[config.mk]
export PLATFORM = sky130hd
export DESIGN_NAME = cache_ctrl
export DESIGN_NICKNAME = d
export VERILOG_FILES = /design/src/cache_pkg.sv /design/src/bus_pkg.sv /design/src/cache_ctrl.sv
export SDC_FILE = /design/constraint.sdc
export NUM_CORES = 1
export LEC_CHECK = 0
export BUFFER_PORTS_ARGS = -buffer_cell sky130_fd_sc_hd__buf_2
export CORE_AREA = 2 2 358 360
export DETAILED_ROUTE_END_ITERATION = 10
export DIE_AREA = 0 0 360 362
export PLACE_DENSITY_LB_ADDON = 0.05
export SYNTH_ARGS = -nofsm -noshare
export SYNTH_HDL_FRONTEND = slang
export SYNTH_SLANG_ARGS = --single-unit
[constraint.sdc]
create_clock -name clk -period 11.41 [get_ports clk]
set_clock_uncertainty 0.1 [all_clocks]
set_input_delay 1.141 -clock clk [delete_from_list [all_inputs] [get_ports clk]]
set_output_delay 1.141 -clock clk [all_outputs]
set_load 0.01 [all_outputs]
[src/cache_pkg.sv]
package cache_pkg;

	typedef logic [31:0]  word;
	typedef logic [127:0] line;
	typedef logic [15:0]  line_be;

	typedef logic [2:0]  addr_io_region;
	typedef logic [18:0] addr_tag;
	typedef logic [5:0]  addr_index;
	typedef logic [3:0]  addr_offset;

	localparam int NUM_LINES  = 1 << $bits(addr_index);
	localparam int LINE_BYTES = 1 << $bits(addr_offset);

	// Field order follows the bit order of the address, region on top.
	typedef struct packed {
		addr_io_region region;
		addr_tag       tag;
		addr_index     index;
		addr_offset    offset;
	} addr_fields_t;

	typedef union packed {
		word          flat;
		addr_fields_t f;
	} addr_t;

	localparam addr_io_region CACHED_REGION = 3'd0; // Only this region goes through the cache.

endpackage

[src/bus_pkg.sv]
package bus_pkg;

	import cache_pkg::*;

	// Core side request, held stable by the core while waitrequest is high.
	typedef struct packed {
		addr_t  address;
		logic   read;
		logic   write;
		line    writedata;
		line_be byteenable;
	} core_req_t;

	// Memory side request, always line aligned.
	typedef struct packed {
		word    address;
		logic   read;
		logic   write;
		line    writedata;
		line_be byteenable;
	} mem_req_t;

endpackage

[src/cache_ctrl.sv]
module cache_ctrl
	import cache_pkg::*;
	import bus_pkg::*;
(
	input  logic      clk,
	input  logic      rst_n,

	input  logic      cache_core_read,
	input  logic      cache_core_write,
	input  addr_tag   core_tag,
	input  addr_index core_index,
	input  line       core_writedata,
	input  line_be    core_byteenable,
	output logic      cache_core_waitrequest,
	output line       data_rd,

	input  addr_tag   hit_tag,
	input  logic      hit_valid,
	input  logic      hit_dirty,
	input  line       hit_data,

	output logic      st_we,
	output addr_index st_index,
	output addr_tag   st_tag,
	output logic      st_dirty,
	output line       st_data,

	output mem_req_t  cache_mem_req,
	input  logic      cache_mem_waitrequest,
	input  line       mem_readdata
);

	typedef enum logic [2:0] {IDLE, LOOKUP, WRITEBACK, REFILL, UPDATE} state_t;

	state_t state;
	logic   hit, core_req, victim;
	line    merged;
	word    victim_addr, refill_addr;
	logic   mem_read_q, mem_write_q;
	word    mem_address_q;
	line    mem_writedata_q;

	assign core_req = cache_core_read || cache_core_write;
	assign hit = hit_valid && (hit_tag == core_tag);
	assign victim = hit_valid && hit_dirty;

	assign victim_addr = {CACHED_REGION, hit_tag, core_index, addr_offset'(0)};
	assign refill_addr = {CACHED_REGION, core_tag, core_index, addr_offset'(0)};

	always_comb begin
		for (int b = 0; b < LINE_BYTES; b++)
			merged[8*b +: 8] = core_byteenable[b] ? core_writedata[8*b +: 8] : hit_data[8*b +: 8];
	end

	assign data_rd = hit_data;
	assign st_index = core_index;
	assign st_tag = core_tag;

	always_comb begin
		cache_core_waitrequest = 1'b1;
		st_we = 1'b0;
		st_dirty = 1'b0;
		st_data = mem_readdata;
		case (state)
			LOOKUP: if (hit) begin
				cache_core_waitrequest = 1'b0;
				if (cache_core_write) begin
					st_we = 1'b1;
					st_dirty = 1'b1;
					st_data = merged;
				end
			end
			REFILL:  st_we = !cache_mem_waitrequest; // Refilled lines start clean.
			default: ;
		endcase
	end

	always_ff @(posedge clk or negedge rst_n) begin
		if (!rst_n) begin
			state <= IDLE;
			mem_read_q <= 1'b0;
			mem_write_q <= 1'b0;
		end else begin
			case (state)
				IDLE: if (core_req)
					state <= LOOKUP;
				LOOKUP: if (hit || !core_req) begin
					state <= IDLE;
				end else if (victim) begin
					state <= WRITEBACK;
					mem_write_q <= 1'b1;
				end else begin
					state <= REFILL;
					mem_read_q <= 1'b1;
				end
				WRITEBACK: if (!cache_mem_waitrequest) begin
					state <= REFILL;
					mem_write_q <= 1'b0;
					mem_read_q <= 1'b1;
				end
				REFILL: if (!cache_mem_waitrequest) begin
					state <= UPDATE;
					mem_read_q <= 1'b0;
				end
				UPDATE: state <= LOOKUP; // The store needs a cycle to show the new line.
				default: state <= IDLE;
			endcase
		end
	end

	always_ff @(posedge clk) begin
		if (state == LOOKUP) begin
			mem_address_q <= victim ? victim_addr : refill_addr;
			mem_writedata_q <= hit_data;
		end else if (state == WRITEBACK && !cache_mem_waitrequest) begin
			mem_address_q <= refill_addr;
		end
	end

	assign cache_mem_req = '{
		address:    mem_address_q,
		read:       mem_read_q,
		write:      mem_write_q,
		writedata:  mem_writedata_q,
		byteenable: '1
	};

endmodule

==> flow_metrics.py <==
metrics = {
    "grt": {
        "overflow": 0,
        "grt_max_degree": 86,
        "grtUsageTotal_pct": 8.53,
        "grt_pass1_vias": 8638,
        "antenna_found_initial": 4,
        "grt_pass1_wl_um": 74900,
    },
    "place": {
        "hpwl_um": 49100,
        "gp_congestion": 0.756,
        "portBuffers": 889,
    },
    "finish": {
        "seqCellArea_um2": 4720,
        "syn2layout_area_growth_pct": 56.0,
        "drive_gt1_share_pct": 82.5,
        "fillers": 14542,
        "multi_input_area_um2": 4060,
        "nets": 1893,
    },
    "routing": {
        "num_vias": 8340,
        "drtIter0Drc": 224,
        "wl_um": 57600,
        "ant_nets": 0,
        "drtPass1Iterations": 4,
        "post_drt_wl_per_cell_um": 18.5,
        "drc_errors": 0,
        "vias_per_cell": 2.67,
    },
    "critical_path": {
        "crit_path_end": "st_data[112]",
        "crit_path_end_kind": "output pin",
        "path_delay_family": "buffers and inverters",
        "slowest_stage": "a2111oi_1",
        "crit_path_max_fanout": 85,
        "r2r_start": "state[1]",
        "crit_top_cell": "buf_2",
        "startpoint_type": "input port",
        "regToRegSetupSlack_ps": 8830,
        "crit_buf_inv": 5,
        "cp_slowest_stage_delay_ps": 800,
        "path_class": "in -> out",
        "rr_worst_depth": 4,
        "r2r_end": "mem_writedata_q[75]",
        "crit_chain": "buf_2 > inv_1 > o2bb2ai_1 > a2111oi_1 > nand4_1 > buf_12 > buf_4 > mux2_4 > buf_2",
        "cp.depth": 9,
        "required_ps": 10170,
        "cp.arrival_ps": 3950,
        "crit_start": "core_tag[7]",
    },
    "floorplanning": {
        "die_area_um2": 130000,
        "die_h_um": 362,
        "num_rows": 131,
        "die_width_um": 360,
        "ios": 913,
        "initial_core_util_pct": 8.11,
        "core_um2": 127000,
    },
    "clock_network": {
        "hold_buffers": 0,
        "cts_sinks": 158,
        "worstSkewPairLatency_ps": 500,
        "cts_max_path_buffers": 2,
        "cts_resized": 0,
        "numCtsBuffers": 17,
        "postCtsSetupBuffers": 0,
        "clkTransAtPathRegs_ps": 80,
        "cts_tree": "yes",
        "ctsHtreeMaxLevel": 4,
        "root_buffer": "clkbuf_16",
    },
    "sta": {
        "slew_viol_final": 0,
        "max_slew_margin_pct": 29.2,
        "fin_crit_ps": 5190,
        "clock.fmax_mhz": 193,
        "worstMarginPinSlew_ps": 1060,
        "hold_viol_final": 0,
        "timing.final.crit_share_pct": 45.5,
        "rsz0062_at_grt": "false",
        "finalSetupViolCount": 0,
        "setup_tns_ps": 0,
    },
    "power_and_ir_drop": {
        "p_leak_nw": 7.34,
        "total_power_mw": 2.43,
        "peakVddDrop_mv": 0.127,
        "p_per_area_nw_per_um2": 152,
    },
    "synth": {
        "synth-edff-count": 153,
        "yosysWarningCount": 0,
        "synth_area_leaders": "edfxtp_1, mux2_4, mux2_2, buf_4, buf_6",
        "ys_async_sr_fraction_pct": 3.16,
        "synth_seq_cells": 158,
        "synth_area_leader_cell": "edfxtp_1",
        "synth_seq_area_share_pct": 45.9,
        "synth_area_um2": 10300,
        "yosysTopAreaCellShare_pct": 44.7,
        "syn_inst": 717,
        "synth_cell_types": 40,
        "synth.avg_cell_area_um2": 14.3,
        "ys.flop_type": "edfxtp_1",
    },
    "hold_path": {
        "worstHoldPathType": "in -> async",
    },
    "outcome": {
        "outcome": "finished, final reports clean",
    },
    "job": {
        "cap_violations": 0,
    },
}
[logic make-up (layout without fill, tap and decap cells)]
group	after synthesis	in the layout	share of synthesized area [%]
muxes	272	272	34.2
buffers and inverters	218	935	15.4
DFF	158	158	45.9
and+or+nand+nor	34	34	1.89
AOI/OAI and AO/OA	20	20	1.34
xor gates and xnor gates	13	13	1.11
other	2	24	0.0731
[layout make-up]
cell class                      instances  share of cell area, %
Clock inverter                         13                   1.16
Tap cell                             1662                   13.0
Sequential cell                       158                   29.5
Multi-Input combinational cell        362                   25.3
Inverter                                7                  0.164
Clock buffer                           19                   2.70
Antenna cell                            1                 0.0156
Timing Repair Buffer                  896                   28.2
[Yosys cell counts (2+ instances only)]
cell type and count:
o21ai_0 7, mux2_2 152, xor2_1 5, buf_1 16, conb_1 2, nor2_1 4
clkbuf_1 2, inv_1 7, o22ai_1 3, mux2_4 120, nand2_1 8, buf_6 12
nor2b_1 3, nand4_1 3, dfrtp_1 5, buf_4 180, edfxtp_1 153, xnor2_1 8
nor3_1 2, nand2b_1 5
[report_power, final]
| part | internal (mW) | leakage (nW) | switching (mW) | total (mW) |
|---|---|---|---|---|
| Sequential | 0.891 | 1.50 | 0.0479 | 0.939 |
| Clock | 0.367 | 0.299 | 0.285 | 0.652 |
| Combinational | 0.301 | 5.54 | 0.539 | 0.840 |
| Total | 1.56 | 7.34 | 0.872 | 2.43 |
[state kept, by name (all words and copies together) (netlist names)]
name	count
mem_writedata_q	128
mem_read_q	1
mem_address_q	25
state	3
mem_write_q	1
[metal layers]
metal | GRT usage (%) | vias to the layer above | share of wire [%] | wire length [um]
met5 | 0 | - | 0 | 0
met4 | 2.69 | 0 | 1.4 | 798
met3 | 2.44 | 28 | 5.7 | 3290
met2 | 17.0 | 405 | 58 | 33700
met1 | 8.30 | 4024 | 34 | 19800
li1 | - | 3883 | - | -
[worst min-delay path by stage]
| stage | startpoint | endpoint | slack [ps] | cells after the start |
|---|---|---|---|---|
| finish | rst_n | state[2] | 340 | 1 |
| global route | rst_n | state[2] | 290 | 1 |
| CTS | rst_n | state[2] | 250 | 1 |
| global placement | mem_write_q | mem_write_q | 370 | 2 |
| detailed placement | mem_write_q | mem_write_q | 370 | 2 |
| floorplan | mem_write_q | mem_write_q | 350 | 2 |
[cells in the final DEF, fill, tap and decap left out, types with 3 or more instances in the layout]
cell type and n:
buf_2 889, buf_4 6, bufinv_16 4, clkbuf_16 17, conb_1 23, dfrtp_1 5
edfxtp_1 153, inv_1 7, mux2_2 152, mux2_4 120, nand2_1 8, nand2b_1 5
nand4_1 3, nor2_1 3, nor2b_1 3, o21ai_0 7, o22ai_1 3, xnor2_1 8
xor2_1 5
[metrics by stage]
stage | cell area, um2 | util [%] | hold WS [ps] | setup WS, ps | cells
after floorplan | 10300 | - | 349 | 2790 | 738
after global placement | 15400 | 12.2 | 369 | 6080 | 3085
after detailed placement | 15400 | 12.2 | 374 | 6030 | 3085
after CTS | 16000 | 12.6 | 254 | 6040 | 3117
after global routing | 16000 | 12.6 | 286 | 5980 | 3117
final | 16000 | 12.6 | 341 | 6220 | 3118
(Power assumes the default switching activity.)
