==> src/cache_pkg.sv <==
package cache_pkg;

	typedef logic [31:0]  word;
	typedef logic [127:0] line;
	typedef logic [15:0]  line_be;

	typedef logic [2:0]  addr_io_region;
	typedef logic [18:0] addr_tag;
	typedef logic [5:0]  addr_index;
	typedef logic [3:0]  addr_offset;

	localparam int NUM_LINES  = 1 << $bits(addr_index);
	localparam int LINE_BYTES = 1 << $bits(addr_offset);

	// Field order follows the bit order of the address, region on top.
	typedef struct packed {
		addr_io_region region;
		addr_tag       tag;
		addr_index     index;
		addr_offset    offset;
	} addr_fields_t;

	typedef union packed {
		word          flat;
		addr_fields_t f;
	} addr_t;

	localparam addr_io_region CACHED_REGION = 3'd0; // Only this region goes through the cache.

endpackage

==> src/bus_pkg.sv <==
package bus_pkg;

	import cache_pkg::*;

	// Core side request, held stable by the core while waitrequest is high.
	typedef struct packed {
		addr_t  address;
		logic   read;
		logic   write;
		line    writedata;
		line_be byteenable;
	} core_req_t;

	// Memory side request, always line aligned.
	typedef struct packed {
		word    address;
		logic   read;
		logic   write;
		line    writedata;
		line_be byteenable;
	} mem_req_t;

endpackage

==> src/cache_routing.sv <==
module cache_routing
	import cache_pkg::*;
	import bus_pkg::*;
(
	input  logic       clk,
	input  logic       rst_n,

	input  core_req_t  core_req,
	output logic       core_waitrequest,
	output line        core_readdata,

	output addr_tag    core_tag,
	output addr_index  core_index,
	output addr_offset core_offset,
	output logic       cache_core_read,
	output logic       cache_core_write,
	input  logic       cache_core_waitrequest,
	input  line        data_rd,

	input  mem_req_t   cache_mem_req,
	output logic       cache_mem_waitrequest,

	input  logic       mem_waitrequest,
	input  line        mem_readdata,
	output mem_req_t   mem_req
);

	typedef enum logic [1:0] {IDLE, CACHE, BYPASS} state_t;

	state_t state;
	addr_t  line_addr;
	logic   cached, cache_mem, bypass, transition;
	logic   mem_read_q, mem_write_q;
	word    mem_address_q;
	line    mem_writedata_q;
	line_be mem_byteenable_q;

	assign cached = core_req.address.f.region == CACHED_REGION;
	assign cache_mem = cache_mem_req.read || cache_mem_req.write;
	assign bypass = !cached && (core_req.read || core_req.write);
	assign transition = (state == IDLE) && (cache_mem || bypass);

	assign core_tag = core_req.address.f.tag;
	assign core_index = core_req.address.f.index;
	assign core_offset = core_req.address.f.offset;

	assign cache_core_read = core_req.read && cached;
	assign cache_core_write = core_req.write && cached;
	assign core_readdata = cached ? data_rd : mem_readdata;

	always_comb begin
		line_addr = core_req.address;
		line_addr.f.offset = '0; // Memory only moves whole lines.
	end

	// Whoever owns the port sees the memory waitrequest directly.
	always_comb begin
		core_waitrequest = cached ? cache_core_waitrequest : 1'b1;
		cache_mem_waitrequest = 1'b1;
		case (state)
			CACHE:   cache_mem_waitrequest = mem_waitrequest;
			BYPASS:  core_waitrequest = mem_waitrequest;
			default: ;
		endcase
	end

	always_ff @(posedge clk or negedge rst_n) begin
		if (!rst_n) begin
			state <= IDLE;
			mem_read_q <= 1'b0;
			mem_write_q <= 1'b0;
		end else begin
			case (state)
				IDLE: if (transition) begin
					state <= cache_mem ? CACHE : BYPASS; // Controller wins a tie.
					mem_read_q <= cache_mem ? cache_mem_req.read : core_req.read;
					mem_write_q <= cache_mem ? cache_mem_req.write : core_req.write;
				end
				default: if (!mem_waitrequest) begin
					state <= IDLE;
					mem_read_q <= 1'b0;
					mem_write_q <= 1'b0;
				end
			endcase
		end
	end

	always_ff @(posedge clk) begin
		if (transition) begin
			mem_address_q <= cache_mem ? cache_mem_req.address : line_addr.flat;
			mem_writedata_q <= cache_mem ? cache_mem_req.writedata : core_req.writedata;
			mem_byteenable_q <= cache_mem ? cache_mem_req.byteenable : core_req.byteenable;
		end
	end

	assign mem_req = '{
		address:    mem_address_q,
		read:       mem_read_q,
		write:      mem_write_q,
		writedata:  mem_writedata_q,
		byteenable: mem_byteenable_q
	};

endmodule

==> config.mk <==
export PLATFORM = sky130hd
export DESIGN_NAME = cache_routing
export DESIGN_NICKNAME = d
export VERILOG_FILES = /design/src/cache_pkg.sv /design/src/bus_pkg.sv /design/src/cache_routing.sv
export SDC_FILE = /design/constraint.sdc
export NUM_CORES = 1
export LEC_CHECK = 0
export ABC_AREA = 1
export BUFFER_PORTS_ARGS = -buffer_cell sky130_fd_sc_hd__buf_2
export CORE_AREA = 2 2 372 374
export CTS_CLUSTER_DIAMETER = 60
export DETAILED_ROUTE_END_ITERATION = 10
export DIE_AREA = 0 0 374 376
export GPL_TIMING_DRIVEN = 1
export PLACE_DENSITY = 0.3
export SYNTH_ARGS = -nofsm -noshare
export SYNTH_HDL_FRONTEND = slang
export SYNTH_SLANG_ARGS = --single-unit
==> constraint.sdc <==
create_clock -name clk -period 10.2 [get_ports clk]
set_input_delay 1.53 -clock clk [delete_from_list [all_inputs] [get_ports clk]]
set_output_delay 1.53 -clock clk [all_outputs]
set_load 0.05 [all_outputs]
==> flow_metrics.py, run 1 <==
metrics = {
    "placed_design": {
        "dp_hpwl_um": 72500,
        "portBuffers": 946,
        "place.detailed.instances": 3872,
        "finalWeightedCongestion": 0.863,
    },
    "synthesis": {
        "synth_seq_cells": 180,
        "synth_warnings": 0,
        "syn-num-nets": 1850,
        "ys_seq_area_share_pct": 54.9,
        "syn_area_per_cell_sq_um": 7.94,
        "synth_cell_type_count": 19,
        "syn-instance-count": 1234,
        "post_synth_instance_area_sq_um": 9800,
    },
    "power_and_ir_drop": {
        "power_density_nw_per_um2": 245,
        "leakagePower_uw": 0.00859,
        "totalPowerFinal_uw": 4120,
        "power.clock.fraction_pct": 18.3,
        "sw_frac_of_total_pct": 53.7,
        "internal_power_uw": 1910,
        "power.net_switching_uw": 2210,
        "power.combinational.fraction_pct": 50.9,
        "peakVddDrop_uv": 142,
        "seq_power_share_pct": 30.8,
    },
    "timing": {
        "timing_worst_slew_pin_value_ns": 1.13,
        "relative_max_transition_margin_pct": 24.4,
        "period_minus_slack_ns": 6.04,
        "final_tns_setup_ns": 0,
        "post_route_clock_skew_ns": 0.0455,
        "max_freq_mhz": 165,
        "hold_viol": 0,
        "setup-violations-final": 0,
        "final_number_of_max_transition_violations": 0,
        "layout_worst_path_cycle_share_pct": 59.2,
        "setup_repair_after_global_routing_missed_its_margin": "false",
    },
    "layout": {
        "fin_nets": 2713,
        "layout.filler_cells": 16100,
        "proportion_of_layout_cells_with_a_drive_suffix_above_1_pct": 47.0,
        "final_cell_count_no_fill": 3910,
        "final_core_utilization_pct": 12.3,
        "relative_area_change_from_synthesis_to_final_layout_pct": 71.6,
        "layout_commonest_cell": "sky130_fd_sc_hd__buf_2",
        "mostFrequentLayoutCells": "sky130_fd_sc_hd__buf_2, sky130_fd_sc_hd__nand2_1, sky130_fd_sc_hd__edfxtp_1",
    },
    "routing": {
        "detail-route-antenna-nets": 0,
        "drcViolationCount": 0,
        "initialDrtViolationCount": 651,
        "drt_first_pass_iters": 5,
        "detailroute.via_count": 12000,
        "viasPerCell": 3.07,
        "routedWlPerCell_um": 22.1,
        "postRouteWirelength_um": 86200,
    },
    "die": {
        "die_height_um": 376,
        "fp.dieW_um": 374,
        "floorplan.rows": 136,
        "fp.coreArea_sq_um": 137000,
        "design.portCount": 955,
        "die_area_sq_um": 141000,
        "start_util_pct": 7.17,
    },
    "clock_tree": {
        "cts_inserted_buffers": 17,
        "tritoncts_clock_tree": "yes",
        "post_cts.repair.setup_buffers": 0,
        "path_clk_slew_ns": 0.10,
        "cts_resized": 0,
        "clock_sink_count": 180,
        "clock-root-buffer": "sky130_fd_sc_hd__clkbuf_16",
        "worstSkewPairLatency_ns": 0.55,
        "clockBufferDepth": 2,
        "cts_max_level": 4,
        "ctsHoldBuffers": 0,
    },
    "critical_path": {
        "crit_path_end_kind": "primary output",
        "path_max_fanout": 86,
        "arrival_ns": 4.51,
        "crit_required_ns": 8.67,
        "timing.setup.critical_path_class": "in -> out",
        "worst_setup_path_start_kind": "input port",
    },
    "global_route": {
        "overall_global_routing_usage_pct": 11.7,
        "antenna_violations_before_repair": 44,
        "overflow_left_after_global_routing": 0,
        "vias_in_the_first_global_route": 11900,
        "grt_max_degree": 134,
        "grt_first_pass_wirelength_um": 110000,
    },
    "run": {
        "cap_violations": 0,
    },
    "min_path": {
        "hold_crit_class": "reg -> reg",
    },
    "run_status": {
        "outcome": "finished, final reports clean",
    },
}
-- worst paths after layout --
kind | start | endpoint | slack, ns | cells past startpoint
hold reg to reg | mem_write_q$_DFFE_PN0P_ | mem_write_q$_DFFE_PN0P_ | 0.55 | 2
hold / removal | mem_write_q$_DFFE_PN0P_ | mem_write_q$_DFFE_PN0P_ | 0.55 | 2
setup / recovery | core_req[176] | core_readdata[90] | 4.16 | 6
setup reg to reg | state[0]$_DFFE_PN0P_ | mem_writedata_q[36]$_DFFE_PP_ | 7.46 | 6
min in group asynchronous | rst_n | state[0]$_DFFE_PN0P_ | 0.77 | 1
max in group asynchronous | rst_n | mem_write_q$_DFFE_PN0P_ | 9.30 | 1
-- synth_stat cells --
master                     count  area (sq um)
sky130_fd_sc_hd__inv_1        10          37.5
sky130_fd_sc_hd__buf_6         8          90.1
sky130_fd_sc_hd__buf_4        35           263
sky130_fd_sc_hd__buf_2        60           300
sky130_fd_sc_hd__clkbuf_1      5          18.8
sky130_fd_sc_hd__o21ai_0       3          15.0
sky130_fd_sc_hd__buf_1         3          11.3
sky130_fd_sc_hd__nor2_2        1          6.26
sky130_fd_sc_hd__inv_2         1          3.75
sky130_fd_sc_hd__nand4_1       3          18.8
sky130_fd_sc_hd__dfrtp_1       4           100
sky130_fd_sc_hd__nand2_1     781          2930
sky130_fd_sc_hd__o21ai_1       1          5.00
sky130_fd_sc_hd__nand3_1     130           651
sky130_fd_sc_hd__o21bai_1      2          15.0
sky130_fd_sc_hd__nor2_1        9          33.8
sky130_fd_sc_hd__edfxtp_1    176          5290
sky130_fd_sc_hd__nor2_4        1          11.3
sky130_fd_sc_hd__nand2_2       1          6.26
-- final cells by class --
class | instances | area [sq um] | area share [%]
Antenna cell | 6 | 15.0 | 0.0892
Clock inverter | 14 | 165 | 0.982
Clock buffer | 18 | 429 | 2.55
Multi-Input combinational cell | 932 | 3720 | 22.1
Timing Repair Buffer | 955 | 4810 | 28.6
Inverter | 11 | 51.3 | 0.305
Tap cell | 1794 | 2240 | 13.3
Sequential cell | 180 | 5390 | 32.0
-- routing by layer --
| metal | GRT usage [%] | routed length (um) | vias to the layer above |
|---|---|---|---|
| met1 | 13.7 | 35100 | 5626 |
| met5 | 0 | 13 | - |
| li1 | - | - | 5652 |
| met3 | 3.28 | 5750 | 104 |
| met4 | 2.90 | 1700 | 2 |
| met2 | 21.0 | 43700 | 615 |
-- through the flow --
stage / instance area (sq um) / setup slack, ns / hold WS, ns
floorplan: 9800 / 4.00 / 0.486
global placement: 16200 / 4.09 / 0.531
detailed placement: 16200 / 4.12 / 0.527
CTS: 16800 / 4.10 / 0.552
global route: 16800 / 3.90 / 0.598
finish: 16800 / 4.16 / 0.548
-- power groups by stage --
stage	combinational, uW	sequential (uW)	clock [uW]
final	2100	1270	755
after global routing	2210	1300	816
after CTS	2170	1270	809
after detailed placement	2170	1280	0
after global placement	2190	1280	0
after floorplan	453	2280	0
-- critical path, stage by stage --
cell	delay [ns]
sky130_fd_sc_hd__buf_2	0.18
sky130_fd_sc_hd__nor2_4	0.88
sky130_fd_sc_hd__buf_4	0.87
sky130_fd_sc_hd__nand3_1	0.16
sky130_fd_sc_hd__nand2_1	0.31
sky130_fd_sc_hd__buf_2	0.34
-- cells by family (layout without fill, tap and decap cells) --
family,after synthesis,after routing,synth area share [%]
AND/OR/NAND/NOR,926,926,37.3
flip-flops,180,180,54.9
buffers and inverters,122,998,7.39
AO/OA/AOI/OAI,6,6,0.357
other,0,6,0
-- registers in the layout, summed over array words and instances, names as in the netlist --
register and count:
mem_writedata_q 128, mem_address_q 32, mem_read_q 1, mem_write_q 1, state 2, mem_byteenable_q 16
(Power assumes the default switching activity.)
==> run 2, diff against run 1 <==
CORE_AREA = 2 2 376 378   (was 2 2 372 374)
DIE_AREA = 0 0 378 380   (was 0 0 374 376)
clock period = 6.2 ns   (was 10.2 ns; I/O delays follow)
==> flow_metrics.py, run 2 (synthesized netlist as in run 1, its figures left out) <==
metrics = {
    "die": {
        "start_util_pct": 7.04,
        "die_area_sq_um": 144000,
        "fp.dieW_um": 378,
        "die_height_um": 380,
        "design.portCount": 955,
        "fp.coreArea_sq_um": 139000,
        "floorplan.rows": 137,
    },
    "routing": {
        "initialDrtViolationCount": 742,
        "viasPerCell": 3.03,
        "postRouteWirelength_um": 86700,
        "detail-route-antenna-nets": 0,
        "detailroute.via_count": 12100,
        "drt_first_pass_iters": 5,
        "drcViolationCount": 0,
        "routedWlPerCell_um": 21.7,
    },
    "layout": {
        "final_cell_count_no_fill": 3997,
        "layout_commonest_cell": "sky130_fd_sc_hd__buf_2",
        "mostFrequentLayoutCells": "sky130_fd_sc_hd__buf_2, sky130_fd_sc_hd__nand2_1, sky130_fd_sc_hd__edfxtp_1",
        "relative_area_change_from_synthesis_to_final_layout_pct": 72.5,
        "multi_input_comb_area_sq_um": 3720,
        "sequential_cell_area_sq_um": 5390,
        "layout.filler_cells": 16400,
        "fin_nets": 2717,
        "post-route-cell-area_sq_um": 16900,
        "number_of_flip_flops_under_the_largest_register_name": 128,
        "regMostFlops": "mem_writedata_q",
        "reg_top3": "mem_writedata_q x128, mem_address_q x32, mem_byteenable_q x16",
        "proportion_of_layout_cells_with_a_drive_suffix_above_1_pct": 47.0,
    },
    "power_and_ir_drop": {
        "peakVddDrop_uv": 226,
        "leakagePower_uw": 0.00859,
        "power_density_nw_per_um2": 392,
    },
    "critical_path": {
        "slowest_stage": "sky130_fd_sc_hd__nor2_4",
        "arrival_ns": 3.60,
        "timing.critical_path.buf_inv": 4,
        "path_max_fanout": 49,
        "crit_path_end_kind": "primary output",
        "crit_required_ns": 5.27,
        "critPathTopFamily": "buffers and inverters",
        "cp_cell_sequence": "buf_2 > nor2_4 > buf_4 > buf_4 > nand3_1 > nand2_1 > buf_2",
        "worst_setup_path_start_kind": "input port",
        "timing.setup.critical_path_class": "in -> out",
        "cp_slowest_stage_delay_ns": 0.77,
    },
    "placed_design": {
        "portBuffers": 946,
        "place.detailed.instances": 3958,
        "finalWeightedCongestion": 0.974,
        "dpl_cell_area_sq_um": 16400,
        "dp_hpwl_um": 74100,
    },
    "clock_tree": {
        "path_clk_slew_ns": 0.08,
        "tritoncts_clock_tree": "yes",
        "cts_inserted_buffers": 17,
        "clockBufferDepth": 2,
        "clock-root-buffer": "sky130_fd_sc_hd__clkbuf_16",
        "ctsHoldBuffers": 0,
        "cts_resized": 0,
        "cts_max_level": 4,
        "worstSkewPairLatency_ns": 0.51,
        "post_cts.repair.setup_buffers": 0,
        "clock_sink_count": 180,
    },
    "timing": {
        "timing_worst_slew_pin_value_ns": 0.992,
        "layout_worst_path_cycle_share_pct": 73.1,
        "final_tns_setup_ns": 0,
        "period_minus_slack_ns": 4.53,
        "post_route_clock_skew_ns": 0.0231,
        "max_freq_mhz": 221,
        "relative_max_transition_margin_pct": 33.7,
        "setup-violations-final": 0,
        "final_number_of_max_transition_violations": 0,
        "hold_viol": 0,
        "setup_repair_after_global_routing_missed_its_margin": "false",
    },
    "run_status": {
        "outcome": "finished, final reports clean",
    },
    "global_route": {
        "overflow_left_after_global_routing": 0,
        "grt_max_degree": 121,
        "antenna_violations_before_repair": 77,
        "vias_in_the_first_global_route": 12000,
        "grt_first_pass_wirelength_um": 111000,
        "overall_global_routing_usage_pct": 11.6,
    },
    "min_path": {
        "hold_crit_class": "in -> async",
    },
    "run": {
        "cap_violations": 0,
    },
}
run 2: path summary, 6_finish.rpt:
path	endpoint	from	cells past startpoint	slack, ns
max	core_readdata[78]	core_req[176]	7	1.67
min reg2reg	mem_write_q$_DFFE_PN0P_	mem_write_q$_DFFE_PN0P_	2	0.56
max reg2reg	mem_address_q[7]$_DFFE_PP_	state[1]$_DFFE_PN0P_	6	3.59
max in group asynchronous	state[0]$_DFFE_PN0P_	rst_n	1	5.86
min	mem_read_q$_DFFE_PN0P_	rst_n	1	0.22
min in group clk	mem_write_q$_DFFE_PN0P_	mem_write_q$_DFFE_PN0P_	2	0.56
run 2: layer usage:
metal | wire length, um | vias up | global-route usage (%) | share of wire (%)
li1 | - | 5658 | - | -
met1 | 33900 | 5573 | 13.3 | 39
met2 | 43700 | 713 | 20.9 | 50
met3 | 7030 | 168 | 3.49 | 8.1
met4 | 1960 | 8 | 2.63 | 2.3
met5 | 55 | - | 0 | 0.063
run 2: per-stage QoR:
step | utilization (%) | hold slack (ns) | worst slack (ns) | total power (uW)
floorplan | - | 0.486 | 0.596 | 4500
global placement | 11.8 | 0.531 | 1.69 | 5660
detailed placement | 11.8 | 0.552 | 1.67 | 5650
CTS | 12.1 | 0.156 | 1.64 | 6850
global route | 12.1 | 0.186 | 1.42 | 6980
finish | 12.2 | 0.217 | 1.67 | 6640
run 2: area by class of cell:
cell class                 instances  area share (%)
tap                             1876            13.9
multi-input combinational        932            22.0
inverter                          11           0.288
antenna                            8           0.118
clock inverter                    12           0.614
clock buffer                      19            2.56
timing repair buffer             959            28.7
sequential                       180            31.8
run 2: report_power, final:
part | internal [uW] | total [uW] | switching (uW)
Combinational | 578 | 3420 | 2840
Clock | 551 | 1130 | 580
Sequential | 1960 | 2090 | 126
Total | 3090 | 6640 | 3550
run 2: worst reg2reg max path, stage by stage (launching register included):
cell	delay, ns
sky130_fd_sc_hd__dfrtp_1	0.42
sky130_fd_sc_hd__inv_1	0.09
sky130_fd_sc_hd__nand2_1	0.07
sky130_fd_sc_hd__nor2_1	0.12
sky130_fd_sc_hd__nand2_1	0.14
sky130_fd_sc_hd__nand2_4	0.63
sky130_fd_sc_hd__buf_4	0.70
